**src/bridge_pkg.sv**
```systemverilog
//----------------------------------------------------------
// Shared widths, data types and FSM state encodings
// for the bus bridge slave
//----------------------------------------------------------

package bridge_pkg;

    // Bus and frame widths
    localparam int ADDR_W  = 12;                  // Serial bus address
    localparam int DATA_W  = 8;                   // Data byte
    localparam int MEM_AW  = ADDR_W - 1;          // Local half of the map
    localparam int FRAME_W = 1 + DATA_W + ADDR_W; // Mode, data, address

    typedef logic [ADDR_W-1:0]  addr_t;
    typedef logic [DATA_W-1:0]  data_t;
    typedef logic [MEM_AW-1:0]  mem_addr_t;
    typedef logic [FRAME_W-1:0] frame_t;          // {mode, data, addr}

    //------------------------------------------------------
    // State encodings
    //------------------------------------------------------
    typedef enum logic [2:0] {
        P_IDLE,   // sready high, waiting for first mvalid bit
        P_ADDR,   // Shifting in address
        P_WDATA,  // Shifting in write data
        P_WAIT,   // Request issued, waiting for done
        P_RESP    // Shifting read data out
    } port_state_e;

    typedef enum logic [2:0] {
        C_IDLE,
        C_LOCAL,  // One memory cycle
        C_SEND,   // Frame handed to UART TX
        C_TXWAIT, // Frame on the wire
        C_RXWAIT  // Remote read, waiting for reply byte
    } ctrl_state_e;

    // Shared by UART TX and RX
    typedef enum logic [1:0] {
        U_IDLE,
        U_START,
        U_DATA,
        U_STOP
    } uart_state_e;

endpackage

```
**src/uart_rx.sv**
```systemverilog
//----------------------------------------------------------
// UART receiver for one-byte reply frames
// Mid-bit sampling, valid pulse in middle of stop bit
//----------------------------------------------------------

module uart_rx #(
    parameter int CLKS_PER_BIT = 16
) (
    input  logic              clk,
    input  logic              rstn,
    input  logic              u_rx,
    output logic              rx_valid,  // One cycle, good stop bit only
    output bridge_pkg::data_t rx_data
);

    localparam int                BAUD_W    = $clog2(CLKS_PER_BIT);
    localparam logic [BAUD_W-1:0] BAUD_LAST = BAUD_W'(CLKS_PER_BIT - 1);
    localparam logic [BAUD_W-1:0] BAUD_HALF = BAUD_W'(CLKS_PER_BIT / 2 - 1);
    localparam int                BIT_W     = $clog2(bridge_pkg::DATA_W);
    localparam logic [BIT_W-1:0]  BIT_LAST  = BIT_W'(bridge_pkg::DATA_W - 1);

    bridge_pkg::uart_state_e state;
    logic [BAUD_W-1:0]       baud;
    logic [BIT_W-1:0]        bit_cnt;
    logic                    rx_s1, rx_s2;  // Synchronizer
    logic                    rx_d;          // Previous synced value
    logic                    bit_end;

    assign bit_end = (baud == BAUD_LAST);

    always_ff @(posedge clk or negedge rstn) begin
        if (!rstn) begin
            {rx_s1, rx_s2, rx_d} <= 3'b111;
            state    <= bridge_pkg::U_IDLE;
            baud     <= '0;
            bit_cnt  <= '0;
            rx_valid <= 1'b0;
        end else begin
            {rx_s1, rx_s2, rx_d} <= {u_rx, rx_s1, rx_s2};
            rx_valid <= 1'b0;
            baud     <= (state == bridge_pkg::U_IDLE || bit_end) ? '0 : baud + 1'b1;
            case (state)
                bridge_pkg::U_IDLE: begin
                    if (rx_d && !rx_s2)  // Falling edge, start bit begins
                        state <= bridge_pkg::U_START;
                end
                bridge_pkg::U_START: begin
                    if (baud == BAUD_HALF) begin
                        baud    <= '0;   // Realign to bit centres
                        bit_cnt <= '0;
                        state   <= rx_s2 ? bridge_pkg::U_IDLE : bridge_pkg::U_DATA;
                    end
                end
                bridge_pkg::U_DATA: begin
                    if (bit_end) begin
                        bit_cnt <= bit_cnt + 1'b1;
                        if (bit_cnt == BIT_LAST)
                            state <= bridge_pkg::U_STOP;
                    end
                end
                bridge_pkg::U_STOP: begin
                    if (bit_end) begin
                        rx_valid <= rx_s2;  // Framing error drops the byte
                        state    <= bridge_pkg::U_IDLE;
                    end
                end
                default: state <= bridge_pkg::U_IDLE;
            endcase
        end
    end

    // Data shifter, LSB arrives first
    always_ff @(posedge clk) begin
        if (state == bridge_pkg::U_DATA && bit_end)
            rx_data <= {rx_s2, rx_data[bridge_pkg::DATA_W-1:1]};
    end

endmodule

```
**config.mk**
```make
export PLATFORM = sky130hd
export DESIGN_NAME = uart_rx
export DESIGN_NICKNAME = d
export VERILOG_FILES = /design/src/bridge_pkg.sv /design/src/uart_rx.sv
export SDC_FILE = /design/constraint.sdc
export NUM_CORES = 1
export LEC_CHECK = 0
export BUFFER_PORTS_ARGS = -buffer_cell sky130_fd_sc_hd__buf_4
export CAP_MARGIN = 20
export CORE_MARGIN = 2
export CORE_UTILIZATION = 55
export DETAILED_ROUTE_END_ITERATION = 7
export GPL_TIMING_DRIVEN = 0
export PLACE_DENSITY = 0.77
export RECOVER_POWER = 25
export SKIP_CTS_REPAIR_TIMING = 1
export SLEW_MARGIN = 10
export SYNTH_ARGS = -nofsm -noshare
export SYNTH_HDL_FRONTEND = slang
export SYNTH_SLANG_ARGS = --single-unit
```
**constraint.sdc**
```tcl
create_clock -name clk -period 4.76 [get_ports clk]
set_input_delay 0.952 -clock clk [delete_from_list [all_inputs] [get_ports clk]]
set_output_delay 0.952 -clock clk [all_outputs]
set_load 0.005 [all_outputs]
```
==> metrics.csv <==
metric;value;unit
Cell Area, Synth;857;um^2
clock-pin slew on the worst setup and hold paths;120;ps
worst r2r src;baud[0];
Clock Path Buffers;2;
dpl hpwl;910;um
final number of setup-violating endpoints;0;
Antenna Cells;0;
max_cap viols;0;
outcome;finished, final reports clean;
Core Footprint;1490;um^2
final std cells w/o fill;93;
Critical Path Start;baud[0];
Starting Density;0.576;
Detail Route Antenna Nets;0;
CTS tree;yes;
Psw;142;uW
Slew Viols, Final;0;
clock latency on the worst-skew pair;310;ps
Port Buffers;11;
Hold EP;rx_s2;
Final min period;1840;ps
FF+latch count, synth;21;
Final Hold Vio Count;0;
H-tree depth;1;
Arrival @ worst endpoint;1790;ps
initial antenna violation count;0;
Required @ worst endpoint;4710;ps
RSZ-0062 raised after global routing;false;
Fmax;0.543;GHz
most frequent cells in the layout;10 x dfrtp_1, 10 x buf_4, 8 x nor2_1, 8 x edfxtp_1, 4 x nand2_1;
r2r worst-path depth;3;
Hold Crit Start;rx_s1;
sequential cell fraction of total power;0.529;
die footprint;1890;um^2
synthesized instance count;62;
fraction of layout cells with a size suffix above 1;0.325;
total CTS buffers;3;
post-synthesis sequential area ratio;0.664;
# clock sinks;21;
first-pass GRT wire length;2.13;mm
fillers;116;
Post-Route WL;1.34;mm
Leak Pwr;0.000401;uW
largest net degree at the start of global routing;14;
die height;43.5;um
Pre-Repair DR Iteration Count;4;
Sum Neg Setup Slack;0;ps
residual DRC count;0;
Crit Path Category;reg2reg;
GP Congestion;0.778;
Internal Power;300;uW
Vias/cell;5.63;
Area growth, synth to finish;14.7;%
vias;524;
Slew HR;0.508;
Overflow after GRT;0;
Mapped Avg Cell Area;13.8;um^2
Cells after DPL;89;
Comb pwr share;0.278;
Slew @ Worst Pin;735;ps
nets;84;
CP max FO;9;
VDD IR max;0.000374;V
Worst setup SP type;flip-flop;
Power Density;450;nW/um^2
power consumption;442;uW
post-synthesis cell type count;27;
GRT Overall Usage;0.156;
Hold Path Class;reg2reg;
reg2reg end;rx_data[3];
CP Capture Type;flip-flop;
DR iter-0 viols;11;
sw frac;0.322;
Clock Skews;8.69;ps
drt wl/cell;14.4;um
vias in the first global route;481;
final worst-path cycle share;0.387;
num rows;14;
r2r setup slk;2920;ps
root buf cell;clkbuf_4;
IO Pins;12;
Die X;43.5;um
YS warnings;0;
hold depth;0;
Clock Power Share;0.192;
syn_nets;68;
==> power groups by stage <==
stage | clock network, uW | logic, uW | registers [uW]
after floorplan | 0 | 100 | 234
after global placement | 0 | 119 | 237
after detailed placement | 0 | 122 | 238
after CTS | 87.1 | 123 | 235
after global routing | 92.8 | 137 | 239
final | 85.2 | 123 | 234
==> sequential cells by signal, summed over array words and instances (netlist names), named ones only <==
name and flops:
rx_data 8, baud 4, bit_cnt 3, rx_d 1, rx_s1 1, rx_s2 1, rx_valid 1, state 1
==> cells in the mapped netlist (all sizes together) <==
master | n | area share
and3 | 1 | 0.0088
xnor2 | 1 | 0.010
a41oi | 2 | 0.020
edfxtp | 8 | 0.28
dfrtp | 10 | 0.29
a31oi | 1 | 0.0073
or2b | 1 | 0.0088
a221oi | 1 | 0.018
ha | 3 | 0.044
nor2 | 9 | 0.042
xor2 | 1 | 0.010
nor3 | 2 | 0.012
buf | 3 | 0.025
and4 | 1 | 0.013
dfstp | 3 | 0.092
nand2 | 4 | 0.018
nand4bb | 1 | 0.013
nand4 | 1 | 0.0073
nor3b | 1 | 0.0088
inv | 1 | 0.0044
o22ai | 1 | 0.0073
nor2b | 2 | 0.015
nand3 | 1 | 0.0058
a211oi | 3 | 0.038
==> per-stage QoR <==
stage | hold WS (ps) | setup WS [ps] | util | cell area, um^2
2_1_floorplan | 345 | 3180 | - | 857
3_3_place_gp | 346 | 2970 | 0.645 | 960
3_5_place_dp | 348 | 2920 | 0.645 | 960
4_1_cts | 365 | 2910 | 0.663 | 987
5_1_grt | 372 | 2790 | 0.661 | 983
6_report | 370 | 2920 | 0.661 | 983
==> how the worst max path moves through the flow <==
| stage | slack [ps] | endpoint |
|---|---|---|
| 2_1_floorplan | 3180 | rx_data[0] |
| 3_5_place_dp | 2920 | rx_data[5] |
| 3_3_place_gp | 2970 | rx_data[7] |
| 4_1_cts | 2910 | rx_data[3] |
| 6_report | 2920 | rx_data[3] |
| 5_1_grt | 2790 | rx_data[3] |
==> area by class of cell <==
type / instances / area [um^2] / share of cell area
Buffer: 3 / 21.3 / 0.0216
Sequential cell: 21 / 569 / 0.579
Inverter: 1 / 3.75 / 0.00382
Timing Repair Buffer: 11 / 78.8 / 0.0802
Tap cell: 16 / 20.0 / 0.0204
Clock inverter: 1 / 5.00 / 0.00509
Multi-Input combinational cell: 37 / 263 / 0.267
Clock buffer: 3 / 22.5 / 0.0229
==> critical path, cell delays in order, from the launching register on <==
cell and delay [ps]:
dfrtp_1 390, ha_1 300, nand4_1 180, nor2_1 600
==> cell families (layout without fill, tap and decap cells) <==
family	count (synthesis)	in the layout	synth area share
AND/OR/NAND/NOR	24	24	0.152
adder cells (fa/ha/maj)	3	3	0.0438
flip-flops	21	21	0.664
AO/OA/AOI/OAI	8	8	0.0905
XOR/XNOR	2	2	0.0204
buffers and inverters	4	19	0.0292
==> metal layers <==
metal	vias to the layer above	track usage	routed length [um]
met2	13	0.230	627
li1	258	-	-
met4	0	0.109	25
met3	4	0.0250	63
met1	249	0.213	620
met5	-	0	0
Power figures use the tool's default switching activity.
