## src/bridge_pkg.sv

```systemverilog
//----------------------------------------------------------
// Shared widths, data types and FSM state encodings
// for the bus bridge slave
//----------------------------------------------------------

package bridge_pkg;

    // Bus and frame widths
    localparam int ADDR_W  = 12;                  // Serial bus address
    localparam int DATA_W  = 8;                   // Data byte
    localparam int MEM_AW  = ADDR_W - 1;          // Local half of the map
    localparam int FRAME_W = 1 + DATA_W + ADDR_W; // Mode, data, address

    typedef logic [ADDR_W-1:0]  addr_t;
    typedef logic [DATA_W-1:0]  data_t;
    typedef logic [MEM_AW-1:0]  mem_addr_t;
    typedef logic [FRAME_W-1:0] frame_t;          // {mode, data, addr}

    //------------------------------------------------------
    // State encodings
    //------------------------------------------------------
    typedef enum logic [2:0] {
        P_IDLE,   // sready high, waiting for first mvalid bit
        P_ADDR,   // Shifting in address
        P_WDATA,  // Shifting in write data
        P_WAIT,   // Request issued, waiting for done
        P_RESP    // Shifting read data out
    } port_state_e;

    typedef enum logic [2:0] {
        C_IDLE,
        C_LOCAL,  // One memory cycle
        C_SEND,   // Frame handed to UART TX
        C_TXWAIT, // Frame on the wire
        C_RXWAIT  // Remote read, waiting for reply byte
    } ctrl_state_e;

    // Shared by UART TX and RX
    typedef enum logic [1:0] {
        U_IDLE,
        U_START,
        U_DATA,
        U_STOP
    } uart_state_e;

endpackage

```

## src/bridge_ctrl.sv

```systemverilog
//----------------------------------------------------------
// Request controller: address decode, local memory access
// or remote access over UART
//----------------------------------------------------------

module bridge_ctrl (
    input  logic                  clk,
    input  logic                  rstn,
    input  logic                  req,
    input  logic                  req_write,
    input  bridge_pkg::addr_t     req_addr,   // Stable from req to done
    input  bridge_pkg::data_t     req_wdata,
    input  bridge_pkg::data_t     mem_rdata,
    input  logic                  tx_done,
    input  logic                  rx_valid,
    input  bridge_pkg::data_t     rx_data,
    output logic                  done,
    output bridge_pkg::data_t     rdata,
    output logic                  mem_wen,
    output logic                  mem_ren,
    output bridge_pkg::mem_addr_t mem_addr,
    output bridge_pkg::data_t     mem_wdata,
    output logic                  tx_start,
    output bridge_pkg::frame_t    tx_frame
);

    bridge_pkg::ctrl_state_e state;
    bridge_pkg::data_t       rx_byte;    // Reply held for done
    logic                    is_remote;

    // Upper half of the map lives on the remote side
    assign is_remote = req_addr[bridge_pkg::ADDR_W-1];

    //------------------------------------------------------
    // Memory and UART strobes, one cycle from state
    //------------------------------------------------------
    assign mem_wen   = (state == bridge_pkg::C_LOCAL) &  req_write;
    assign mem_ren   = (state == bridge_pkg::C_LOCAL) & ~req_write;
    assign mem_addr  = req_addr[bridge_pkg::MEM_AW-1:0];
    assign mem_wdata = req_wdata;

    assign tx_start  = (state == bridge_pkg::C_SEND);
    // Read requests carry a zero data field
    assign tx_frame  = {req_write, req_wdata & {bridge_pkg::DATA_W{req_write}}, req_addr};

    // Memory data arrives with done for local reads
    assign rdata = is_remote ? rx_byte : mem_rdata;

    //------------------------------------------------------
    // Sequencer
    //------------------------------------------------------
    always_ff @(posedge clk or negedge rstn) begin
        if (!rstn) begin
            state <= bridge_pkg::C_IDLE;
            done  <= 1'b0;
        end else begin
            done <= 1'b0;
            case (state)
                bridge_pkg::C_IDLE: begin
                    if (req)
                        state <= is_remote ? bridge_pkg::C_SEND : bridge_pkg::C_LOCAL;
                end
                bridge_pkg::C_LOCAL: begin
                    done  <= 1'b1;  // Read data lands next cycle
                    state <= bridge_pkg::C_IDLE;
                end
                bridge_pkg::C_SEND: state <= bridge_pkg::C_TXWAIT;
                bridge_pkg::C_TXWAIT: begin
                    if (tx_done) begin
                        if (req_write) begin
                            done  <= 1'b1;  // Remote write is fire and forget
                            state <= bridge_pkg::C_IDLE;
                        end else begin
                            state <= bridge_pkg::C_RXWAIT;
                        end
                    end
                end
                bridge_pkg::C_RXWAIT: begin
                    if (rx_valid) begin
                        done  <= 1'b1;
                        state <= bridge_pkg::C_IDLE;
                    end
                end
                default: state <= bridge_pkg::C_IDLE;
            endcase
        end
    end

    always_ff @(posedge clk) begin
        if (state == bridge_pkg::C_RXWAIT && rx_valid)
            rx_byte <= rx_data;
    end

endmodule

```

## config.mk

```make
export PLATFORM = sky130hd
export DESIGN_NAME = bridge_ctrl
export DESIGN_NICKNAME = d
export VERILOG_FILES = /design/src/bridge_pkg.sv /design/src/bridge_ctrl.sv
export SDC_FILE = /design/constraint.sdc
export NUM_CORES = 1
export LEC_CHECK = 0
export BUFFER_PORTS_ARGS = -buffer_cell sky130_fd_sc_hd__buf_2
export CORE_AREA = 3 3 61 57
export CTS_CLUSTER_SIZE = 40
export DETAILED_ROUTE_END_ITERATION = 6
export DIE_AREA = 0 0 64 60
export GPL_TIMING_DRIVEN = 0
export MAX_ROUTING_LAYER = met4
export PLACE_DENSITY_LB_ADDON = 0.1
export SLEW_MARGIN = 20
export SYNTH_ARGS = -nofsm -noshare
export SYNTH_HDL_FRONTEND = slang
export SYNTH_SLANG_ARGS = --single-unit
export TNS_END_PERCENT = 30
```

## constraint.sdc

```tcl
create_clock -name clk -period 1.1 [get_ports clk]
set_input_delay 0.11 -clock clk [delete_from_list [all_inputs] [get_ports clk]]
set_output_delay 0.11 -clock clk [all_outputs]
set_load 0.03 [all_outputs]
```

==> metrics.yaml <==
status:
  outcome: "finished, violations left"
  violations: "setup timing"
final_layout:
  mostFrequentLayoutCells: "buf_2 (70), buf_4 (39), buf_6 (9)"
  multi_input_area_um2: 320
  drive_gt1_share_pct: 78.9
  nFillCells: 267
  antennaDiodeCount: 0
  seq_area_um2: 343
  area_growth_pct: 85.4
  fin_cells: 215
  final_common_cell: "buf_2"
  nNetsFinal: 218
pwr:
  power.internal_mw: 1.22
  power_density_mw_per_mm2: 1270
  sw_frac_of_total_pct: 38.9
  p_switching_mw: 0.778
  p_seq_share_pct: 31.8
  p_leak_nw: 0.839
  p_clk_share_pct: 14.0
  irDropWorstVdd_v: 0.00110
  finalPower_mw: 2.00
  combinationalPowerShare_pct: 54.2
detailed_routing:
  antenna_left: 0
  drt-initial-drc-count: 5
  first_pass_iters: 4
  wl_um: 2480
  num_vias: 886
  post-route-drc-count: 0
  viasPerCell: 4.12
  wire_per_inst_um: 11.5
place:
  place.gp.congestion: 0.727
  portBuffers: 81
  placed_cells: 198
  dp_hpwl_um: 1850
  place_ws_ns: -0.173
floorplan:
  io_pins: 94
  die_w_um: 64
  die_h_um: 60
  die-area_mm2: 0.00384
  core_area_mm2: 0.00282
  start_util_pct: 30.1
  core.rowCount: 18
clock_network:
  cts_tree: "yes"
  cts_buffers: 3
  cts-root-buf: "clkbuf_4"
  clk_pin_slew_worst_paths_ns: 0.08
  worstSkewPairLatency_ns: 0.27
  cts.path.max_buffers: 2
  cts.sinks: 12
  cts_max_level: 1
logic_synthesis:
  syn_inst: 77
  yosysUniqueCellTypes: 20
  yosysSeqAreaShare_pct: 40.2
  yosys_warnings: 0
  syn_nets: 119
  avgSynthCellArea_um2: 11.0
  ys_ff_latch: 12
  post_synth_instance_area_um2: 847
critical_path:
  critical_path.top_delay_family: "flip-flops"
  crit_buf_inv: 1
  slowest_delay_ns: 0.44
  worst-setup-path-type: "flop to flop"
  start_kind: "flop"
  path_max_fanout: 6
  path_cells: "dlymetal6s2s_1 > and4bb_2"
  cp_slowest_cell: "dfrtp_2"
  required_ns: 1.09
  cp-end-kind: "flop"
  crit_arrival_ns: 1.26
timing:
  tightest_slew_ns: 0.313
  drv_slew: 0
  fmax_mhz: 786
  worst_clock_skew_ns: 0.00769
  finalHoldViolCount: 0
  hold-worst-slack_ns: 0.0174
  fin_crit_sh_pct: 116
  finalCriticalPeriod_ns: 1.27
  relSlewSlack_pct: 79.1
  rsz0062_at_grt: "yes"
  fin_ws_ns: -0.173
  setup_viol: 21
grt:
  grt_pass1_vias: 819
  grtUsageTotal_pct: 12.6
  grt_antenna_before_repair: 0
  grt-ovfl-total: 0
  grt_max_degree: 11
  grt_pass1_wl_um: 3650
worst_hold_path:
  hp-class: "primary input to flop"
run:
  drv_cap: 0
[logic make-up after synthesis]
group	synth area share, %
AO/OA/AOI/OAI	5.02
buffers and inverters	30.1
flip-flops	40.2
multiplexers	10.6
AND/OR/NAND/NOR	14.0
[synth_stat cells]
library cell | n | area (um^2)
or3b_1 | 1 | 8.76
nor3_1 | 1 | 5.00
edfxtp_1 | 8 | 240
clkbuf_1 | 1 | 3.75
dfrtp_1 | 4 | 100
or4b_1 | 1 | 10.0
and2_1 | 8 | 50.1
a21bo_2 | 1 | 10.0
buf_6 | 1 | 11.3
nor3b_1 | 2 | 15.0
nand2b_1 | 1 | 6.26
nand2_1 | 1 | 3.75
a21boi_0 | 1 | 7.51
mux2_2 | 8 | 90.1
a21oi_1 | 2 | 10.0
nand3b_1 | 1 | 7.51
and4bb_2 | 1 | 12.5
o31ai_1 | 1 | 7.51
o21bai_1 | 1 | 7.51
buf_4 | 32 | 240
[power by group through the flow]
| stage | sequential [mW] | clock (mW) | combinational [mW] |
|---|---|---|---|
| 3_5_place_dp | 0.636 | 0 | 0.833 |
| 3_3_place_gp | 0.635 | 0 | 0.823 |
| 4_1_cts | 0.640 | 0.291 | 0.976 |
| 2_1_floorplan | 0.651 | 0 | 0.580 |
| 5_1_grt | 0.652 | 0.320 | 1.16 |
| 6_report | 0.636 | 0.280 | 1.08 |
[state kept, by name, summed over array words and instances (netlist names)]
register / count
done: 1
rx_byte: 8
state: 3
[area by class of cell]
cell class / instances / share of cell area [%]
repair buffers: 93 / 36.7
flip-flops and latches: 12 / 21.8
multi-input cells: 32 / 20.4
plain buffers: 34 / 16.3
well taps: 40 / 3.19
clock buffers: 3 / 1.43
clock inverters: 1 / 0.239
[through the flow]
stage | utilization [%] | setup TNS (ns) | instance area (um^2)
after floorplan | - | -0.486 | 862
after global placement | 46.8 | -1.40 | 1320
after detailed placement | 46.8 | -1.56 | 1320
after CTS | 53.9 | -1.96 | 1520
after global routing | 55.8 | -2.75 | 1570
final | 55.8 | -1.67 | 1570
[what timing repair did]
| item | 4_1_cts | 5_1_grt |
|---|---|---|
| pin swaps | 0 | 2 |
| setup buffers | 2 | 3 |
| gates cloned | 0 | 1 |
| hold buffers | 6 | 1 |
| endpoints found under the hold margin | 9 | 1 |
| endpoints found under the setup margin | 21 | 22 |
| resized for setup | 31 | 1 |
[path summary, 6_finish.rpt]
check                                           from                   end  slack, ns  cells past startpoint
worst min-delay path                      rx_data[4]  rx_byte[4]$_DFFE_PP_       0.02                      1
worst min register to register  state[2]$_DFFE_PN0P_  state[0]$_DFFE_PN0P_       0.59                      2
max in group asynchronous                       rstn  state[1]$_DFFE_PN0P_       0.80                      2
worst max-delay path            state[1]$_DFFE_PN0P_  rx_byte[6]$_DFFE_PP_      -0.17                      2
min in group asynchronous                       rstn  state[2]$_DFFE_PN0P_       0.16                      2
worst max register to register  state[1]$_DFFE_PN0P_  rx_byte[6]$_DFFE_PP_      -0.17                      2
[routing by layer]
layer	up-vias	part of all wire (%)	global-route usage, %
li1	431	-	-
met1	400	34	12.7
met2	53	54	23.6
met3	2	11	4.51
met4	0	0.57	2.77
met5	-	0	-
(Power assumes the default switching activity.)
