`config.mk`:
```
export PLATFORM = sky130hd
export DESIGN_NAME = serial_slave_port
export DESIGN_NICKNAME = d
export VERILOG_FILES = /design/src/bridge_pkg.sv /design/src/serial_slave_port.sv
export SDC_FILE = /design/constraint.sdc
export NUM_CORES = 1
export LEC_CHECK = 0
export BUFFER_PORTS_ARGS = -buffer_cell sky130_fd_sc_hd__buf_2
export CAP_MARGIN = 20
export CORE_UTILIZATION = 40
export CTS_BUF_LIST = sky130_fd_sc_hd__clkbuf_4 sky130_fd_sc_hd__clkbuf_8
export DETAILED_ROUTE_END_ITERATION = 8
export PLACE_DENSITY = 0.62
export SYNTH_ARGS = -nofsm -noshare
export SYNTH_HDL_FRONTEND = slang
export SYNTH_SLANG_ARGS = --single-unit
```
`constraint.sdc`:
```
create_clock -name clk -period 1.85 [get_ports clk]
set_input_delay 0.37 -clock clk [delete_from_list [all_inputs] [get_ports clk]]
set_output_delay 0.37 -clock clk [all_outputs]
set_load 0.01 [all_outputs]
```
`src/bridge_pkg.sv`:
```
//----------------------------------------------------------
// Shared widths, data types and FSM state encodings
// for the bus bridge slave
//----------------------------------------------------------

package bridge_pkg;

    // Bus and frame widths
    localparam int ADDR_W  = 12;                  // Serial bus address
    localparam int DATA_W  = 8;                   // Data byte
    localparam int MEM_AW  = ADDR_W - 1;          // Local half of the map
    localparam int FRAME_W = 1 + DATA_W + ADDR_W; // Mode, data, address

    typedef logic [ADDR_W-1:0]  addr_t;
    typedef logic [DATA_W-1:0]  data_t;
    typedef logic [MEM_AW-1:0]  mem_addr_t;
    typedef logic [FRAME_W-1:0] frame_t;          // {mode, data, addr}

    //------------------------------------------------------
    // State encodings
    //------------------------------------------------------
    typedef enum logic [2:0] {
        P_IDLE,   // sready high, waiting for first mvalid bit
        P_ADDR,   // Shifting in address
        P_WDATA,  // Shifting in write data
        P_WAIT,   // Request issued, waiting for done
        P_RESP    // Shifting read data out
    } port_state_e;

    typedef enum logic [2:0] {
        C_IDLE,
        C_LOCAL,  // One memory cycle
        C_SEND,   // Frame handed to UART TX
        C_TXWAIT, // Frame on the wire
        C_RXWAIT  // Remote read, waiting for reply byte
    } ctrl_state_e;

    // Shared by UART TX and RX
    typedef enum logic [1:0] {
        U_IDLE,
        U_START,
        U_DATA,
        U_STOP
    } uart_state_e;

endpackage

```
`src/serial_slave_port.sv`:
```
//----------------------------------------------------------
// Serial bus slave port: shifts in address and write data,
// issues one request, shifts read data back out
//----------------------------------------------------------

module serial_slave_port (
    input  logic              clk,
    input  logic              rstn,
    input  logic              swdata,    // Address/data bit from master, LSB first
    input  logic              smode,     // 1 write, 0 read
    input  logic              mvalid,
    input  logic              done,      // Controller finished the request
    input  bridge_pkg::data_t rdata,     // Valid with done on reads
    output logic              srdata,
    output logic              svalid,
    output logic              sready,
    output logic              req,       // One-cycle request pulse
    output logic              req_write,
    output bridge_pkg::addr_t req_addr,
    output bridge_pkg::data_t req_wdata
);

    localparam int               CNT_W     = $clog2(bridge_pkg::ADDR_W);
    localparam logic [CNT_W-1:0] ADDR_LAST = CNT_W'(bridge_pkg::ADDR_W - 1);
    localparam logic [CNT_W-1:0] DATA_LAST = CNT_W'(bridge_pkg::DATA_W - 1);

    bridge_pkg::port_state_e state;
    logic [CNT_W-1:0]        cnt;     // Bit index within current phase
    bridge_pkg::data_t       rshift;  // Read data on its way out
    logic                    start;   // First mvalid bit of a request

    assign sready = (state == bridge_pkg::P_IDLE);
    assign svalid = (state == bridge_pkg::P_RESP);
    assign srdata = svalid & rshift[0];
    assign start  = sready & mvalid;  // Requests while busy are ignored

    //------------------------------------------------------
    // Control FSM
    //------------------------------------------------------
    always_ff @(posedge clk or negedge rstn) begin
        if (!rstn) begin
            state <= bridge_pkg::P_IDLE;
            cnt   <= '0;
            req   <= 1'b0;
        end else begin
            req <= 1'b0;
            case (state)
                bridge_pkg::P_IDLE: begin
                    if (start) begin
                        cnt   <= CNT_W'(1);  // Bit 0 taken this cycle
                        state <= bridge_pkg::P_ADDR;
                    end
                end
                bridge_pkg::P_ADDR: begin
                    cnt <= cnt + 1'b1;
                    if (cnt == ADDR_LAST) begin
                        cnt <= '0;
                        if (req_write) begin
                            state <= bridge_pkg::P_WDATA;
                        end else begin
                            req   <= 1'b1;  // Read needs no data phase
                            state <= bridge_pkg::P_WAIT;
                        end
                    end
                end
                bridge_pkg::P_WDATA: begin
                    cnt <= cnt + 1'b1;
                    if (cnt == DATA_LAST) begin
                        cnt   <= '0;
                        req   <= 1'b1;
                        state <= bridge_pkg::P_WAIT;
                    end
                end
                bridge_pkg::P_WAIT: begin
                    if (done) begin
                        state <= req_write ? bridge_pkg::P_IDLE : bridge_pkg::P_RESP;
                    end
                end
                bridge_pkg::P_RESP: begin
                    cnt <= cnt + 1'b1;
                    if (cnt == DATA_LAST) begin
                        cnt   <= '0;
                        state <= bridge_pkg::P_IDLE;  // sready back next cycle
                    end
                end
                default: state <= bridge_pkg::P_IDLE;
            endcase
        end
    end

    //------------------------------------------------------
    // Payload shift registers
    //------------------------------------------------------
    always_ff @(posedge clk) begin
        if (start)
            req_write <= smode;  // Mode sampled on first bit only
        if (start || state == bridge_pkg::P_ADDR)
            req_addr <= {swdata, req_addr[bridge_pkg::ADDR_W-1:1]};
        if (state == bridge_pkg::P_WDATA)
            req_wdata <= {swdata, req_wdata[bridge_pkg::DATA_W-1:1]};
        if (state == bridge_pkg::P_WAIT && done)
            rshift <= rdata;
        else if (svalid)
            rshift <= rshift >> 1;  // LSB leaves first
    end

endmodule

```
==> impl_results.md, run 1 <==
- Pwr/cell area: 1370 nW/um^2
- Critical Path Source: state[1]
- Gr usage total: approximately 14%
- R2r startpoint: cnt[0]
- Post-synthesis compound-gate area fraction: between 8 and 9%
- P_int: 1860 uW
- Worst slew pin tran: 0.527 ns
- Adder-Cell Fraction of Synth Area: under 10%
- Clock Skew: approximately 0.0080 ns
- Switch Pwr: 809 uW
- H-tree levels: 2
- CP startpoint kind: register
- Synth area leaders: edfxtp_1 56%, dfrtp_1 13%, mux2_2 5.1%
- Root buffer cell: clkbuf_8
- Die ar.: about 4200 sq um
- Endpoints failing hold: 0
- Status: completed
- Critical-path cell list: buf_4, nor2_1, and3_1, buf_2
- Max VDD drop: between 0.0006 and 0.0007 V
- Slowest CP cell: dfrtp_1
- Row Count: 22
- RSZ-0062 raised after global routing: no
- Yosys warnings: 0
- Critical path arrival: between 1 and 1.5 ns
- Main combinational cell family by area after synthesis: simple AND/OR/NAND/NOR gates
- Crit Path Class: reg -> out
- Setup violators final: 0
- Layout Nets: between 150 and 200
- Crit path required time: ~1.5 ns
- DRT Pass-1 Iters: 3
- Routed Antenna Nets: 0
- Area leader, netlist: edfxtp_1
- Placer Congestion: around 0.84
- Post-Syn Area: 1560 sq um
- Worst-path clk slew: about 0.080 ns
- Avg WL per Cell: 13.2 um
- Die Y: 64.4 um
- Rel. slew slack: approximately two thirds
- CP peak stage delay: between 0.4 and 0.5 ns
- Remaining Overflow, GRT: 0
- CTS Sinks: 37
- Worst min-delay path category: in -> reg
- Max Clock Freq: roughly 570 MHz
- Synth Area in XOR/XNOR: 0%
- Total clock buffers created by CTS: 5
- CP endpoint: srdata
- Slew Limit Fails: 0
- Layout cells sized above 1: a little over two fifths
- Core area: roughly 3700 sq um
- Area growth syn-to-layout: 25.1%
- First-pass GRT wire length: 4.53 mm
- Most used flip-flop cell after synthesis: edfxtp_1
- CTS tree: built
- Drt total wl: between 2 and 3 mm
- Io pins: 39
- Clock network fraction of total power: between 20% and 30%
- Leak: about 0.0008 uW
- Dpl hpwl: around 2 mm
- Register bit total from synthesis: 37
- Detailed-route DRC error count: 0
- Syn Inst Count: between 100 and 150
- Max-Cap Viols: 0
- Seq/Total Area, Yosys: between 60% and 70%
- Critical R2R Capture: state[0]
- Worst-skew pair later-pin latency: 0.29 ns
- Antenna diodes: 0
- Syn Area/Cell: ~14 sq um
- Die width: between 60 and 70 um
- 1st-iter DRT viols: 36
- Clock tree buffer depth: 2
- Crit-path max FO: 9
- Setup TNS: 0 ns
- Sw Ratio: between 30 and 40%
- Placed cell areas: around 1800 sq um
- Most frequent cell after synthesis: edfxtp_1
- Worst hold slack: about 0.25 ns
- Ys async rst share: 21.6%
- Minimum clock period: between 1.5 and 2 ns
- Starting Density: approximately 42%
- Synth Area in Simple Gates: 13.6%
- Port bufs: 38
- Vias post-DR: about 1000
- Share of power burned in registers: 49.1%
- Gate power share: 24.7%
- Vias in the first global route: roughly 980
- Post-synthesis mux area share: under 10%
- Pin count of the biggest net entering global routing: 14
- FF-to-FF path depth: 5
- Mapped Nets: between 100 and 150
- Most frequent cells after synthesis: 29 x edfxtp_1, 8 x dfrtp_1, 8 x nor2_1
- Unique masters post-synth: 35
- Share of the synthesized area in the top cell type: a little under three fifths
- Worst reg-to-reg setup slack: 0.26 ns
- Post CTS Setup Buffer Count: 0
- Finished Cell Area: roughly 2000 sq um
- Post-synth EDFFs: 29
- Drt via density: between 4 and 5
- Setup crit end kind: output pin
- Period utilisation layout: between 90% and 100%
- Initial antenna violation count: 0
- Pwr Total: ~2700 uW
==> worst min-delay path by stage <==
stage	end	start	cells past startpoint
6_report	req_write	smode	1
2_1_floorplan	cnt[0]	rstn	0
5_1_grt	req_write	smode	1
4_1_cts	req_write	smode	1
3_3_place_gp	cnt[3]	rstn	1
3_5_place_dp	cnt[3]	rstn	1
==> power by group through the flow <==
stage          logic, uW  clock network, uW  registers [uW]
2_1_floorplan        390                  0            1350
5_1_grt              737                744            1350
3_5_place_dp         660                  0            1340
4_1_cts              664                723            1320
6_report             659                701            1310
3_3_place_gp         654                  0            1320
==> sequential cells by signal, indices dropped and copies added (netlist names) <==
name	count
req_wdata	8
state	3
req	1
rshift	8
cnt	4
req_addr	12
req_write	1
==> critical path: cells and delay by family, from the launching register on <==
kind | cells | cell delay, ns
and+or+nand+nor | 2 | 0.29
DFF | 1 | 0.48
buffers and inverters | 2 | 0.34
==> cells in the final DEF, fill, tap and decap left out, types with 2 or more instances in the layout <==
cell | synthesis | layout
nand3_1 | 4 | 4
a211oi_1 | 2 | 2
o22ai_1 | 2 | 2
mux2_2 | 7 | 7
nand2b_1 | 4 | 4
buf_2 | 3 | 38
clkbuf_8 | 1 | 5
edfxtp_1 | 29 | 29
o21ai_0 | 5 | 5
a21oi_1 | 3 | 3
buf_4 | 0 | 6
nand2_1 | 7 | 7
o32a_1 | 2 | 2
dfrtp_1 | 8 | 7
o211ai_1 | 2 | 2
inv_1 | 2 | 2
nor2_1 | 8 | 8
==> metal layers <==
metal | track usage [%] | share of wire [%] | vias to the layer above
met1 | 18.4 | 45 | 489
met3 | 4.58 | 4.8 | 2
met5 | 0 | 0 | -
met2 | 23.3 | 50 | 24
li1 | - | - | 502
met4 | 5.00 | 1.0 | 0
==> final cells by class <==
class	instances	area, sq um
Clock buffer	5	68.8
Clock inverter	3	43.8
Fill cell	345	1740
Inverter	2	7.51
Multi-Input combinational cell	64	453
Sequential cell	37	1070
Tap cell	48	60.1
Timing Repair Buffer	45	245
==> stage by stage <==
stage | util [%] | setup slack [ns] | std cells
floorplan | - | 0.373 | 108
global placement | 49.4 | 0.302 | 195
detailed placement | 49.4 | 0.288 | 195
CTS | 52.7 | 0.00379 | 204
global route | 52.9 | 0.00700 | 204
finish | 52.9 | 0.0808 | 204
==> kinds of logic (layout without fill, tap and decap cells) <==
family / after synthesis / count (layout)
flops: 37 / 37
simple gates: 36 / 36
compound gates: 19 / 19
mux: 7 / 7
buf+inv: 7 / 55
fa+ha+maj: 2 / 2
==> timing repair <==
action	CTS	global route
hold buffers	1	0
gates resized for setup	0	2
setup endpoints to repair	0	3
endpoints found under the hold margin	8	0
No activity file was read; power rests on OpenSTA's default activity.
==> inputs of run 2 (changes only) <==
==> constraint.sdc (replaced) <==
create_clock -name clk -period 1.63 [get_ports clk]
set_input_delay 0.326 -clock clk [delete_from_list [all_inputs] [get_ports clk]]
set_output_delay 0.326 -clock clk [all_outputs]
set_load 0.01 [all_outputs]
==> run 2 against run 1 <==
  * Register-to-register slack got worse by 0.17 ns
  * Combinational power increased by 47%
  * Highest routed layer unchanged
  * Setup slack got worse by 0.019 ns
  * Critical path depth unchanged
  * Sequential cell count unchanged
==> impl_results.md, run 2 (same netlist as run 1, synthesis figures left out) <==
- Status: completed (unchanged)
- Worst-skew pair later-pin latency: 0.28 ns (was 0.29 ns)
- Regs by FF count: req_addr: 12 flops, req_wdata: 8 flops, rshift: 8 flops (unchanged)
- Max VDD drop: 0.000685 V (was 0.000630 V)
- Die width: 64.4 um (unchanged)
- Port bufs: 38 (unchanged)
- Multi-input combinational cell area: 464 sq um (was 453 sq um)
- Slew Limit Fails: 0 (unchanged)
- Dpl hpwl: 2.03 mm (was 2.01 mm)
- Clock network fraction of total power: 20.3% (was 26.2%)
- Routed Antenna Nets: 0 (unchanged)
- CTS Sinks: 37 (unchanged)
- Detailed-route DRC error count: 0 (unchanged)
- R2r startpoint: state[2] (was cnt[0])
- Share of power burned in registers: 47.8% (was 49.1%)
- Worst reg-to-reg setup slack: 0.09 ns (was 0.26 ns)
- Minimum clock period: approximately 1.6 ns
- Initial antenna violation count: 0 (unchanged)
- Critical hold path startpoint: smode (unchanged)
- Remaining Overflow, GRT: 0 (unchanged)
- Crit-path max FO: 10 (was 9)
- CP startpoint kind: register (unchanged)
- Starting Density: 42.3% (unchanged)
- Crit Path Class: reg -> out (unchanged)
- Total clock buffers created by CTS: 5 (unchanged)
- Root buffer cell: clkbuf_8 (unchanged)
- Pwr/cell area: 1510 nW/um^2 (was 1370 nW/um^2)
- Period utilisation layout: a little over nine tenths
- Io pins: 39 (unchanged)
- Crit path required time: 1.30 ns (was 1.48 ns)
- Pin count of the biggest net entering global routing: 13 (was 14)
- Critical path arrival: 1.24 ns (was 1.40 ns)
- Die Y: 64.4 um (unchanged)
- P_int: 2070 uW (was 1860 uW)
- Layout Nets: 178 (was 170)
- Endpoints failing hold: 0 (unchanged)
- DRT Pass-1 Iters: 4 (was 3)
- Area growth syn-to-layout: 28.9% (was 25.1%)
- Clock Skew: 0.00510 ns (was 0.00804 ns)
- Critical R2R Capture: state[0] (unchanged)
- Most common cell after layout, fill and taps aside: buf_2 (unchanged)
- Gate power share: 31.9% (was 24.7%)
- Vias post-DR: 1092 (was 1017)
- Clock tree buffer depth: 2 (unchanged)
- Top reg by flops: req_addr (unchanged)
- Antenna diodes: 0 (unchanged)
- Worst-path clk slew: 0.07 ns (was 0.08 ns)
- Gr usage total: 14.9% (was 14.5%)
- Hold path endpoint: req_write (unchanged)
- Setup crit end kind: output pin (unchanged)
- Pwr Total: 3030 uW (was 2670 uW)
- Worst min-delay path category: in -> reg (unchanged)
- Hold Crit Depth: 1 (unchanged)
- Vias in the first global route: 1023 (was 982)
- Setup TNS: 0 ns (unchanged)
- Max Clock Freq: between 600 and 700 MHz
- Most frequent cells in the layout: 38 x buf_2, 29 x edfxtp_1, 13 x buf_4 (was 38 x buf_2, 29 x edfxtp_1, 8 x nor2_1)
- Die ar.: 4150 sq um (unchanged)
- Sw Ratio: 31.6% (was 30.3%)
- Setup violators final: 0 (unchanged)
- Placed cells: 198 (was 195)
- 1st-iter DRT viols: 53 (was 36)
- Worst slew pin tran: 0.368 ns (was 0.527 ns)
- Placer Congestion: 0.810 (was 0.842)
- Row Count: 22 (unchanged)
- CTS tree: built (unchanged)
- Leak: 0.000832 uW (was 0.000801 uW)
- H-tree levels: 2 (unchanged)
- FF-to-FF path depth: 5 (unchanged)
- Drt total wl: 2.88 mm (was 2.70 mm)
- Switch Pwr: 959 uW (was 809 uW)
- First-pass GRT wire length: 4.65 mm (was 4.53 mm)
- Max-Cap Viols: 0 (unchanged)
- Critical Path Source: state[0] (was state[1])
- Core area: 3690 sq um (unchanged)
- Worst hold slack: 0.223 ns (was 0.253 ns)
- Fill count: 329 (was 345)
- Reg area: 1070 sq um (about the same)
- Avg WL per Cell: 13.6 um (was 13.2 um)
- Rel. slew slack: 75.3% (was 64.9%)
- Drt via density: 5.15 (was 4.99)
- Non-filler cells, final: 212 (was 204)
- Layout cells sized above 1: 47.6% (was 43.6%)
- Max reg flops: 12 (unchanged)
==> run 2: metal layers <==
metal  up-vias  wire length [um]  global-route usage, %
li1        516                 -                      -
met1       525              1300                   19.2
met2        42              1380                   23.3
met3         9               146                   4.40
met4         0                50                   6.39
met5         -                 0                      0
==> run 2: power groups by stage <==
stage	clock (uW)	sequential, uW	combinational, uW
after floorplan	0	1530	443
after global placement	0	1470	848
after detailed placement	0	1490	864
after CTS	641	1460	923
after global routing	664	1490	1050
final	615	1450	967
==> run 2: through the flow <==
stage,worst slack (ns),utilization [%],cell area (sq um)
after detailed placement,0.0288,50.3,1860
final,0.0616,54.5,2010
after CTS,0.00477,53.7,1980
after floorplan,0.153,-,1560
after global placement,0.107,50.3,1860
after global routing,-0.0126,54.5,2010
==> run 2: layout make-up <==
cell class | count | share of cell area, %
clock buffer | 5 | 3.42
clock inverter | 3 | 0.872
inverter | 2 | 0.374
multi-input combinational | 64 | 23.1
sequential | 37 | 53.4
tap | 48 | 2.99
timing repair buffer | 53 | 15.8
==> run 2: worst max-delay path: stages (launching register included) <==
cell and delay, ns:
dfrtp_1 0.39, buf_4 0.18, nor2_2 0.10, and3_1 0.16, buf_2 0.13
==> run 2: repair_timing <==
| action | 4_1_cts | 5_1_grt |
|---|---|---|
| gates resized for setup | 2 | 4 |
| hold endpoints to repair | 8 | 0 |
| setup endpoints to repair | 3 | 15 |
| hold buffers | 1 | 0 |
| buffers inserted | 3 | 2 |
| pin swaps | 0 | 1 |
==> run 2: worst max-delay path by stage <==
stage                     cells past startpoint          end
after floorplan                               3  req_addr[0]
after global placement                        2    rshift[0]
after detailed placement                      4       cnt[1]
after CTS                                     4       cnt[1]
after global routing                          5       svalid
final                                         4       srdata
