**config.mk**
```make
export PLATFORM = sky130hd
export DESIGN_NAME = uart_tx
export DESIGN_NICKNAME = d
export VERILOG_FILES = /design/src/bridge_pkg.sv /design/src/uart_tx.sv
export SDC_FILE = /design/constraint.sdc
export NUM_CORES = 1
export LEC_CHECK = 0
export BUFFER_PORTS_ARGS = -buffer_cell sky130_fd_sc_hd__buf_2
export CAP_MARGIN = 40
export CORE_MARGIN = 2
export CORE_UTILIZATION = 25
export CTS_BUF_LIST = sky130_fd_sc_hd__clkbuf_8
export DETAILED_ROUTE_END_ITERATION = 10
export PLACE_DENSITY = 0.54
export RECOVER_POWER = 25
export SLEW_MARGIN = 20
export SYNTH_ARGS = -nofsm -noshare
export SYNTH_HDL_FRONTEND = slang
export SYNTH_SLANG_ARGS = --single-unit
```
**constraint.sdc**
```tcl
create_clock -name clk -period 2.2 [get_ports clk]
set_clock_uncertainty 0.2 [all_clocks]
set_input_delay 0.11 -clock clk [delete_from_list [all_inputs] [get_ports clk]]
set_output_delay 0.11 -clock clk [all_outputs]
set_load 0.01 [all_outputs]
```
**src/bridge_pkg.sv**
```systemverilog
//----------------------------------------------------------
// Shared widths, data types and FSM state encodings
// for the bus bridge slave
//----------------------------------------------------------

package bridge_pkg;

    // Bus and frame widths
    localparam int ADDR_W  = 12;                  // Serial bus address
    localparam int DATA_W  = 8;                   // Data byte
    localparam int MEM_AW  = ADDR_W - 1;          // Local half of the map
    localparam int FRAME_W = 1 + DATA_W + ADDR_W; // Mode, data, address

    typedef logic [ADDR_W-1:0]  addr_t;
    typedef logic [DATA_W-1:0]  data_t;
    typedef logic [MEM_AW-1:0]  mem_addr_t;
    typedef logic [FRAME_W-1:0] frame_t;          // {mode, data, addr}

    //------------------------------------------------------
    // State encodings
    //------------------------------------------------------
    typedef enum logic [2:0] {
        P_IDLE,   // sready high, waiting for first mvalid bit
        P_ADDR,   // Shifting in address
        P_WDATA,  // Shifting in write data
        P_WAIT,   // Request issued, waiting for done
        P_RESP    // Shifting read data out
    } port_state_e;

    typedef enum logic [2:0] {
        C_IDLE,
        C_LOCAL,  // One memory cycle
        C_SEND,   // Frame handed to UART TX
        C_TXWAIT, // Frame on the wire
        C_RXWAIT  // Remote read, waiting for reply byte
    } ctrl_state_e;

    // Shared by UART TX and RX
    typedef enum logic [1:0] {
        U_IDLE,
        U_START,
        U_DATA,
        U_STOP
    } uart_state_e;

endpackage

```
**src/uart_tx.sv**
```systemverilog
//----------------------------------------------------------
// UART transmitter for 21-bit request frames
// Start bit, payload LSB first, stop bit
//----------------------------------------------------------

module uart_tx #(
    parameter int CLKS_PER_BIT = 16
) (
    input  logic               clk,
    input  logic               rstn,
    input  logic               tx_start,  // One-cycle pulse with tx_frame
    input  bridge_pkg::frame_t tx_frame,
    output logic               u_tx,
    output logic               tx_busy,
    output logic               tx_done    // Pulses as tx_busy falls
);

    localparam int                BAUD_W    = $clog2(CLKS_PER_BIT);
    localparam logic [BAUD_W-1:0] BAUD_LAST = BAUD_W'(CLKS_PER_BIT - 1);
    localparam int                BIT_W     = $clog2(bridge_pkg::FRAME_W);
    localparam logic [BIT_W-1:0]  BIT_LAST  = BIT_W'(bridge_pkg::FRAME_W - 1);

    bridge_pkg::uart_state_e state;
    logic [BAUD_W-1:0]       baud;
    logic [BIT_W-1:0]        bit_cnt;
    bridge_pkg::frame_t      shreg;
    logic                    bit_end;

    assign tx_busy = (state != bridge_pkg::U_IDLE);
    assign bit_end = (baud == BAUD_LAST);

    always_ff @(posedge clk or negedge rstn) begin
        if (!rstn) begin
            state   <= bridge_pkg::U_IDLE;
            baud    <= '0;
            bit_cnt <= '0;
            u_tx    <= 1'b1;  // Line idles high
            tx_done <= 1'b0;
        end else begin
            tx_done <= 1'b0;
            baud    <= (!tx_busy || bit_end) ? '0 : baud + 1'b1;
            case (state)
                bridge_pkg::U_IDLE: begin
                    if (tx_start) begin
                        u_tx  <= 1'b0;  // Start bit
                        state <= bridge_pkg::U_START;
                    end
                end
                bridge_pkg::U_START: begin
                    if (bit_end) begin
                        u_tx    <= shreg[0];
                        bit_cnt <= '0;
                        state   <= bridge_pkg::U_DATA;
                    end
                end
                bridge_pkg::U_DATA: begin
                    if (bit_end) begin
                        bit_cnt <= bit_cnt + 1'b1;
                        u_tx    <= shreg[1];  // Next bit after this shift
                        if (bit_cnt == BIT_LAST) begin
                            u_tx  <= 1'b1;    // Stop bit
                            state <= bridge_pkg::U_STOP;
                        end
                    end
                end
                bridge_pkg::U_STOP: begin
                    if (bit_end) begin
                        tx_done <= 1'b1;
                        state   <= bridge_pkg::U_IDLE;
                    end
                end
                default: state <= bridge_pkg::U_IDLE;
            endcase
        end
    end

    // Frame shifter
    always_ff @(posedge clk) begin
        if (state == bridge_pkg::U_IDLE && tx_start)
            shreg <= tx_frame;
        else if (state == bridge_pkg::U_DATA && bit_end)
            shreg <= shreg >> 1;
    end

endmodule

```
==> results.json, run 1 <==
{
  "core.rowCount": 29,
  "power_frac_comb_pct": 4.6,
  "reg2reg_from": "state[0]$_DFFE_PN0P_",
  "vias": 1112,
  "path_cells": "inv_1 > ha_2 > or3_1 > a221o_1 > mux2i_1",
  "io_buffers": 26,
  "avgRoutedWirePerCell_um": 12.0,
  "post-route-period-util_pct": 91.6,
  "synth_top_cell_by_area": "edfxtp_1",
  "post_cts_buffers": 0,
  "ys_ff_latch": 34,
  "max-vdd-ir-drop_mv": 0.442,
  "synth_area_leaders": "edfxtp_1, dfrtp_1, mux2_2",
  "end_kind": "register",
  "htree_levels": 2,
  "synth_nets": 151,
  "cp_slowest_cell": "or3_1",
  "seqPwrFrac_pct": 57.2,
  "die_height_um": 84.6,
  "finalCriticalPeriod_ns": 2.01,
  "diodes": 0,
  "finalWeightedCongestion": 0.711,
  "multi_input_area_um2": 618,
  "drcViolationCount": 0,
  "path_clk_slew_ns": 0.07,
  "swShare_pct": 21.0,
  "start_util_pct": 25.7,
  "hp-start": "tx_start",
  "grt_pass1_vias": 1210,
  "die_area_um2": 7150,
  "min_to": "u_tx$_DFFE_PN1P_",
  "max_freq_ghz": 0.496,
  "cts-root-buf": "clkbuf_8",
  "die_w_um": 84.6,
  "r2r-end": "state[1]$_DFFE_PN0P_",
  "finalMaxSlewViolations": 0,
  "p_clk_share_pct": 38.2,
  "slew_headroom_pct": 50.9,
  "wirelength_um": 3060,
  "async_reset_ff_share_pct": 38.2,
  "min_delay_path_depth": 4,
  "grt_overflow": 0,
  "cap_violations": 0,
  "p_switching_w": 0.000246,
  "crit_type": "reg -> reg",
  "cts_buffer_depth": 2,
  "hold_path_class": "in -> reg",
  "viasPerCell": 4.38,
  "postSynthCellCount": 119,
  "final_net_count": 208,
  "clk_latency_ns": 0.29,
  "timing_hold_violations_final": 0,
  "track_usage_pct": 9.65,
  "grt_pass1_wl_um": 5460,
  "ys_types": 31,
  "internal_power_w": 0.000928,
  "finalSetupViolCount": 0,
  "fillers": 651,
  "syn_area_per_cell_um2": 13.6,
  "ys.flop_type": "edfxtp_1",
  "worstPathArrival_ns": 1.98,
  "cts_made_buffers": 5,
  "synth_commonest_cells": "edfxtp_1, mux2_2, dfrtp_1, ha_1, inv_1",
  "p_per_area_nw_per_um2": 533,
  "ys_seq_area_share_pct": 59.0,
  "reg2reg_depth": 5,
  "dp_hpwl_um": 2150,
  "route.met2.wl_um": 1460,
  "drive_gt1_share_pct": 33.3,
  "synth_top_area_share_pct": 38.9,
  "rsz0062_at_grt": "no",
  "io_pins": 27,
  "crit_required_ns": 2.16,
  "syn_to_final_growth_pct": 35.7,
  "dr.pass1.iters": 3,
  "drtIter0Drc": 58,
  "top_layer": "met4",
  "setup.worst_path.start_class": "register",
  "tightest_slew_ns": 0.737,
  "max_stage_delay_ns": 0.41,
  "antenna_found_initial": 0,
  "routedLengthMet1_um": 1420,
  "coreArea_um2": 6310,
  "grt_max_degree": 19,
  "synthesis.area_um2": 1620,
  "critPathLaunch": "state[0]$_DFFE_PN0P_",
  "postRouteAntennaNets": 0,
  "seqCellArea_um2": 957,
  "p_total_w": 0.00117,
  "hold_slack_ns": 0.133,
  "status": "finished clean",
  "tritoncts": "yes",
  "regToRegSetupSlack_ns": 0.19,
  "power_leakage_nw": 0.835,
  "synth_edf_count": 21,
  "wl_met3_um": 140,
  "cts_sinks": 34,
  "synth_warnings": 0,
  "path_max_fanout": 12,
  "tns_ns": 0
}
-- worst max-delay path by stage --
stage / cells past startpoint / slack, ns / to
3_5_place_dp: 5 / 0.12 / state[0]$_DFFE_PN0P_
5_1_grt: 5 / 0.04 / shreg[15]$_DFFE_PP_
6_report: 5 / 0.19 / state[1]$_DFFE_PN0P_
3_3_place_gp: 5 / 0.17 / state[1]$_DFFE_PN0P_
4_1_cts: 5 / 0.1 / state[1]$_DFFE_PN0P_
2_1_floorplan: 5 / 0.12 / shreg[0]$_DFFE_PP_
-- cells by family after synthesis --
family                   Yosys count  synth area share [%]
AO/OA/AOI/OAI                     16                  6.86
XOR/XNOR                           1                 0.540
adder cells (fa/ha/maj)            8                  6.17
buffers and inverters             12                  3.08
flip-flops                        34                  59.0
multiplexers                      23                  15.8
AND/OR/NAND/NOR                   25                  8.56
-- cell usage in the layout, fill, tap and decap left out, types with 2 or more instances in the layout --
master,Yosys,routed
mux2i_1,2,2
nand4b_1,2,2
clkbuf_8,0,5
dlygate4sd3_1,0,23
buf_2,3,23
o21ai_0,2,2
nand2_1,6,6
buf_4,0,2
and3_1,3,3
mux2_2,21,21
dfrtp_1,12,12
buf_12,0,2
edfxtp_1,21,21
clkbuf_1,0,4
o311ai_0,2,2
a21oi_1,6,6
nand3_1,5,5
or2_2,2,2
ha_1,8,7
inv_1,8,8
-- power groups by stage --
| stage | logic (W) | clock network [W] | registers, W |
|---|---|---|---|
| floorplan | 0.000000438 | 0 | 0.000685 |
| global placement | 0.0000247 | 0 | 0.000685 |
| detailed placement | 0.0000252 | 0 | 0.000685 |
| CTS | 0.0000549 | 0.000463 | 0.000672 |
| global route | 0.0000603 | 0.000489 | 0.000671 |
| finish | 0.0000542 | 0.000448 | 0.000672 |
-- through the flow --
| step | worst slack, ns | util, % | area [µm²] | cells |
|---|---|---|---|---|
| 3_5_place_dp | 0.120 | 30.0 | 1890 | 223 |
| 4_1_cts | 0.0969 | 35.0 | 2210 | 254 |
| 6_report | 0.185 | 34.9 | 2200 | 254 |
| 2_1_floorplan | 0.122 | - | 1620 | 119 |
| 5_1_grt | 0.0413 | 34.9 | 2200 | 254 |
| 3_3_place_gp | 0.168 | 30.0 | 1890 | 223 |
-- repair_timing --
action / 4_1_cts / 5_1_grt
hold buffers: 23 / 0
hold endpoints to repair: 34 / 0
endpoints found under the setup margin: 0 / 2
resized for setup: 0 / 1
-- layout make-up --
type                       instances  share of cell area (%)
timing repair buffer              54                    18.9
tap                               77                    4.38
inverter                           8                    1.36
clock buffer                       5                    3.13
multi-input combinational         73                    28.1
sequential                        34                    43.5
clock inverter                     3                   0.739
-- flip-flops by register name (all words and copies together) (netlist names) --
| signal | flops |
|---|---|
| baud | 4 |
| u_tx | 1 |
| bit_cnt | 5 |
| shreg | 21 |
| state | 2 |
| tx_done | 1 |
-- per-layer routing --
layer	up-vias	global-route usage (%)
li1	557	-
met1	525	11.9
met2	26	15.7
met3	4	3.05
met4	0	3.90
met5	-	0
-- critical path, delay by kind of cell, from the launching register on --
family / cells / cell delay [ns]
adders and majority gates: 1 / 0.27
muxes: 1 / 0.13
buffers and inverters: 1 / 0.10
and+or+nand+nor: 1 / 0.41
DFF: 1 / 0.38
AOI/OAI and AO/OA: 1 / 0.40
(Power assumes the default switching activity.)
==> run 2, diff against run 1 <==
--- a/config.mk
+++ b/config.mk
@@ -6,13 +6,14 @@
 export NUM_CORES = 1
 export LEC_CHECK = 0
 export BUFFER_PORTS_ARGS = -buffer_cell sky130_fd_sc_hd__buf_2
-export CAP_MARGIN = 40
+export CAP_MARGIN = 10
 export CORE_MARGIN = 2
 export CORE_UTILIZATION = 25
 export CTS_BUF_LIST = sky130_fd_sc_hd__clkbuf_8
 export DETAILED_ROUTE_END_ITERATION = 10
 export PLACE_DENSITY = 0.54
 export RECOVER_POWER = 25
+export SETUP_SLACK_MARGIN = 0.5
 export SLEW_MARGIN = 20
 export SYNTH_ARGS = -nofsm -noshare
 export SYNTH_HDL_FRONTEND = slang
==> run 2 against run 1 <==
Compared with the run above: via count increased by 8.8%; clock power increased by 10%; combinational power is 16% higher; die area stayed put; design area rose by 16%; critical path depth is the same; total power up 4.7%; sequential power about the same; critical path type unchanged; critical endpoint unchanged; largest cell class unchanged; highest routed layer unchanged.
==> results.json, run 2 (synthesis gave the netlist of run 1 again) <==
{
  "status": "finished clean",
  "max_stage_delay_ns": 0.40,
  "rsz0062_at_grt": "yes",
  "max_freq_ghz": 0.519,
  "postRouteAntennaNets": 0,
  "timing_hold_violations_final": 0,
  "dp_hpwl_um": 2130,
  "track_usage_pct": 11.1,
  "path_clk_slew_ns": 0.07,
  "final_net_count": 221,
  "io_buffers": 26,
  "post-route-period-util_pct": 87.6,
  "path_cells": "inv_1 > ha_4 > or3_4 > a221o_1 > mux2i_1",
  "finalCriticalPeriod_ns": 1.93,
  "grt_max_degree": 14,
  "drive_gt1_share_pct": 46.8,
  "cts_made_buffers": 5,
  "finalSetupViolCount": 0,
  "fillers": 608,
  "coreArea_um2": 6310,
  "clk_latency_ns": 0.29,
  "hold_slack_ns": 0.182,
  "finalWeightedCongestion": 0.703,
  "regMostFlops": "shreg",
  "avgRoutedWirePerCell_um": 14.3,
  "finalMaxSlewViolations": 0,
  "multi_input_area_um2": 866,
  "grt_pass1_vias": 1306,
  "cts-root-buf": "clkbuf_8",
  "diodes": 0,
  "largest_register_ffs": 21,
  "cts_buffer_depth": 2,
  "htree_levels": 2,
  "drtIter0Drc": 46,
  "crit_type": "reg -> reg",
  "die_w_um": 84.6,
  "max-vdd-ir-drop_mv": 0.197,
  "antenna_found_initial": 0,
  "die_height_um": 84.6,
  "path_max_fanout": 4,
  "viasPerCell": 4.53,
  "worstPathArrival_ns": 1.90,
  "grt_pass1_wl_um": 6110,
  "end_kind": "register",
  "core.rowCount": 29,
  "fin_util_pct": 40.4,
  "most-common-layout-cells": "dlygate4sd3_1, buf_2, edfxtp_1",
  "cap_violations": 0,
  "power_leakage_nw": 0.969,
  "crit_required_ns": 2.17,
  "p_per_area_nw_per_um2": 481,
  "die_area_um2": 7150,
  "drcViolationCount": 0,
  "vias": 1210,
  "slew_headroom_pct": 52.1,
  "start_util_pct": 25.7,
  "wirelength_um": 3810,
  "tns_ns": 0,
  "seqCellArea_um2": 958,
  "grt_overflow": 0,
  "tritoncts": "yes",
  "cts_sinks": 34,
  "syn_to_final_growth_pct": 57.3,
  "tightest_slew_ns": 0.718,
  "setup.worst_path.start_class": "register",
  "top_regs": "shreg (21), bit_cnt (5), baud (4)",
  "dr.pass1.iters": 4,
  "io_pins": 27,
  "cp_slowest_cell": "dfrtp_1",
  "hold_path_class": "in -> async"
}
[run 2: metrics by stage]
stage	cell area (µm²)	worst slack [ns]	power, W	cells
6_report	2550	0.274	0.00123	267
4_1_cts	2470	0.297	0.00124	264
5_1_grt	2550	0.186	0.00128	267
2_1_floorplan	1680	0.389	0.000686	119
3_3_place_gp	1870	0.256	0.000712	219
3_5_place_dp	1870	0.244	0.000712	219
[run 2: critical path: cells and delay by family, from the launching register on]
kind	cells	cell delay (ns)
compound gates	1	0.36
fa+ha+maj	1	0.19
buf+inv	1	0.14
flops	1	0.40
mux	1	0.13
simple gates	1	0.39
[run 2: power by group]
group | total, W | internal, W | switching, W
Clock | 0.000494 | 0.000252 | 0.000242
Sequential | 0.000672 | 0.000672 | 0
Combinational | 0.0000628 | 0.0000407 | 0.0000221
Total | 0.00123 | 0.000964 | 0.000265
[run 2: worst paths after layout]
check	start	to	slack [ns]	depth (start not counted)
min in group clk	tx_start	shreg[20]$_SDFFCE_PP0P_	0.22	2
worst max-delay path	state[0]$_DFFE_PN0P_	state[1]$_DFFE_PN0P_	0.27	5
worst min-delay path	rstn	state[0]$_DFFE_PN0P_	0.18	2
worst max register to register	state[0]$_DFFE_PN0P_	state[1]$_DFFE_PN0P_	0.27	5
worst min register to register	baud[0]$_DFF_PN0_	baud[0]$_DFF_PN0_	0.32	1
max in group asynchronous	rstn	state[1]$_DFFE_PN0P_	1.12	2
[run 2: area by class of cell]
cell class / count / area share, %
repair buffers: 62 / 19.7
clock buffers: 6 / 3.24
well taps: 77 / 3.77
clock inverters: 2 / 0.490
multi-input cells: 78 / 33.9
flip-flops and latches: 34 / 37.5
inverters: 8 / 1.37
[run 2: repair_timing]
action                                  4_1_cts  5_1_grt
hold buffers                                 22        0
cloned                                        3        2
setup buffers                                12        1
gates resized for setup                      29       14
hold endpoints to repair                     34        0
endpoints found under the setup margin       46       39
pin swaps                                     6        3
[run 2: routing by layer]
layer	wire length [µm]	share of wire, %	up-vias	GRT usage, %
met5	0	0	-	0
met4	125	3.3	0	5.63
met3	121	3.2	11	2.26
met2	1870	49	23	19.0
met1	1690	44	582	13.1
li1	-	-	594	-
==> run 3, diff against run 2 <==
--- a/config.mk
+++ b/config.mk
@@ -7,6 +7,7 @@
 export LEC_CHECK = 0
 export BUFFER_PORTS_ARGS = -buffer_cell sky130_fd_sc_hd__buf_2
 export CAP_MARGIN = 10
+export CORE_ASPECT_RATIO = 0.75
 export CORE_MARGIN = 2
 export CORE_UTILIZATION = 25
 export CTS_BUF_LIST = sky130_fd_sc_hd__clkbuf_8
==> run 3 against run 2 <==
Compared with the run above: cell count increased by 2.2%; sequential cell count unchanged; combinational power decreased by 11%; routed wire length about the same; global-route usage decreased by 0.85 points; worst setup slack improved by 0.018 ns; maximum frequency increased by 0.93%; sequential power about the same; design area increased by 2.9%; hold slack got worse by 0.13 ns; clock-buffer cell count decreased by 1; via count decreased by 1.2%; critical path type unchanged; critical endpoint unchanged; largest cell class unchanged; largest power group is now the clock network.
==> results.json, run 3 (synthesis gave the netlist of run 1 again) <==
{
  "htree_levels": 2,
  "syn_to_final_growth_pct": 61.8,
  "largest_register_ffs": 21,
  "final_cell_area_um2": 2630,
  "rsz0062_at_grt": "yes",
  "critPathLaunch": "state[1]$_DFFE_PN0P_",
  "track_usage_pct": 10.2,
  "grt_pass1_wl_um": 5640,
  "grt_max_degree": 22,
  "grt_pass1_vias": 1136,
  "drcViolationCount": 0,
  "path_depth": 5,
  "p_switching_w": 0.000271,
  "crit_type": "reg -> reg",
  "tightest_slew_ns": 0.727,
  "io_pins": 27,
  "final_net_count": 223,
  "max-vdd-ir-drop_mv": 0.260,
  "die_w_um": 97.0,
  "clk_latency_ns": 0.30,
  "path_clk_slew_ns": 0.08,
  "cts_sinks": 34,
  "swShare_pct": 18.9,
  "die_area_um2": 7160,
  "dr.pass1.iters": 6,
  "end_kind": "register",
  "max_stage_delay_ns": 0.46,
  "core.rowCount": 25,
  "worstPathArrival_ns": 1.88,
  "cts_buffer_depth": 2,
  "antenna_found_initial": 0,
  "vias": 1195,
  "crit_required_ns": 2.17,
  "finalWeightedCongestion": 0.740,
  "reg2reg_from": "state[1]$_DFFE_PN0P_",
  "path_max_fanout": 4,
  "wirelength_um": 3810,
  "hold_path_class": "in -> reg",
  "max_freq_ghz": 0.524,
  "viasPerCell": 4.38,
  "regMostFlops": "shreg",
  "finalCriticalPeriod_ns": 1.91,
  "setup.worst_path.start_class": "register",
  "r2r-end": "state[1]$_DFFE_PN0P_",
  "cap_violations": 0,
  "p_total_w": 0.00144,
  "status": "finished clean",
  "worst-path-buf-inv": 1,
  "internal_power_w": 0.00117,
  "post-route-period-util_pct": 86.8,
  "fin_ws_ns": 0.291,
  "reg2reg_depth": 5,
  "finalSetupViolCount": 0,
  "cts-root-buf": "clkbuf_8",
  "endpoint": "state[1]$_DFFE_PN0P_",
  "dpl_cell_area_um2": 1900,
  "dp_hpwl_um": 2020,
  "coreArea_um2": 6290,
  "slew_headroom_pct": 51.5,
  "grt_overflow": 0,
  "io_buffers": 26,
  "path_cells": "inv_4 > ha_4 > or3_4 > a221o_1 > mux2i_1",
  "layout_commonest_cell": "buf_2",
  "avgRoutedWirePerCell_um": 14.0,
  "die_height_um": 73.8,
  "power_frac_comb_pct": 3.9,
  "critical-path-top-delay-family": "flip-flops",
  "most-common-layout-cells": "buf_2, dlygate4sd3_1, edfxtp_1",
  "fin_cells": 273,
  "cp_slowest_cell": "dfrtp_1",
  "start_util_pct": 25.8,
  "p_clk_share_pct": 49.3,
  "top_regs": "shreg (21), bit_cnt (5), baud (4)",
  "dp.cells": 224,
  "timing_hold_violations_final": 0,
  "regToRegSetupSlack_ns": 0.29,
  "seqPwrFrac_pct": 46.8,
  "tns_ns": 0,
  "postRouteAntennaNets": 0,
  "drtIter0Drc": 47,
  "p_per_area_nw_per_um2": 547,
  "power_leakage_nw": 1.00,
  "cts_made_buffers": 5,
  "drive_gt1_share_pct": 48.4,
  "diodes": 0,
  "pre_cts_ws_ns": 0.304,
  "finalMaxSlewViolations": 0,
  "tritoncts": "yes"
}
==> run 3: cell count changes in the layout (fill, tap and decap cells not counted), moves of 2 or more <==
cell and change:
mux2_2 +6, mux2_4 -6, bufinv_16 +2, nand2_8 -4
buf_16 +3, buf_12 +4, buf_4 +2, buf_6 -4
==> run 3: worst min path at each step <==
stage | slack, ns | cells after the start | endpoint | start
detailed placement | -0.18 | 1 | bit_cnt[4]$_DFFE_PN0P_ | rstn
global route | 0.05 | 2 | shreg[20]$_SDFFCE_PP0P_ | tx_start
global placement | -0.18 | 1 | bit_cnt[4]$_DFFE_PN0P_ | rstn
floorplan | -0.39 | 0 | baud[0]$_DFF_PN0_ | rstn
finish | 0.05 | 2 | shreg[20]$_SDFFCE_PP0P_ | tx_start
CTS | 0.03 | 2 | shreg[20]$_SDFFCE_PP0P_ | tx_start
==> run 3: area by class of cell <==
cell class,count,area (µm²)
Tap cell,81,101
Clock buffer,5,68.8
Inverter,8,32.5
Clock inverter,3,68.8
Timing Repair Buffer,68,639
Multi-Input combinational cell,74,758
Sequential cell,34,957
Fill cell,561,3660
==> run 3: power groups by stage <==
stage	Sequential (W)	Combinational [W]	Clock (W)
detailed placement	0.000685	0.0000256	0
finish	0.000672	0.0000561	0.000709
floorplan	0.000685	0.000000482	0
global route	0.000671	0.0000627	0.000735
CTS	0.000672	0.0000562	0.000711
global placement	0.000685	0.0000254	0
==> run 3: routing by layer <==
metal	track usage [%]	up-vias	part of all wire [%]
met2	14.6	33	44
met3	4.09	3	5.7
li1	-	595	-
met5	0	-	0
met1	14.2	564	50
met4	3.29	0	0.45
==> run 3: repair_timing <==
item                                   CTS  global route
hold buffers                            22             0
endpoints found under the hold margin   34             0
buffers inserted                        11             4
resized for setup                       13            16
pin swaps                                5             2
cloned                                   3             1
setup endpoints to repair               44            50
==> run 3: per-stage QoR <==
step	util, %	hold slack [ns]
detailed placement	30.2	-0.178
floorplan	-	-0.386
global placement	30.2	-0.180
global route	41.8	0.0501
CTS	39.7	0.0318
finish	41.8	0.0512
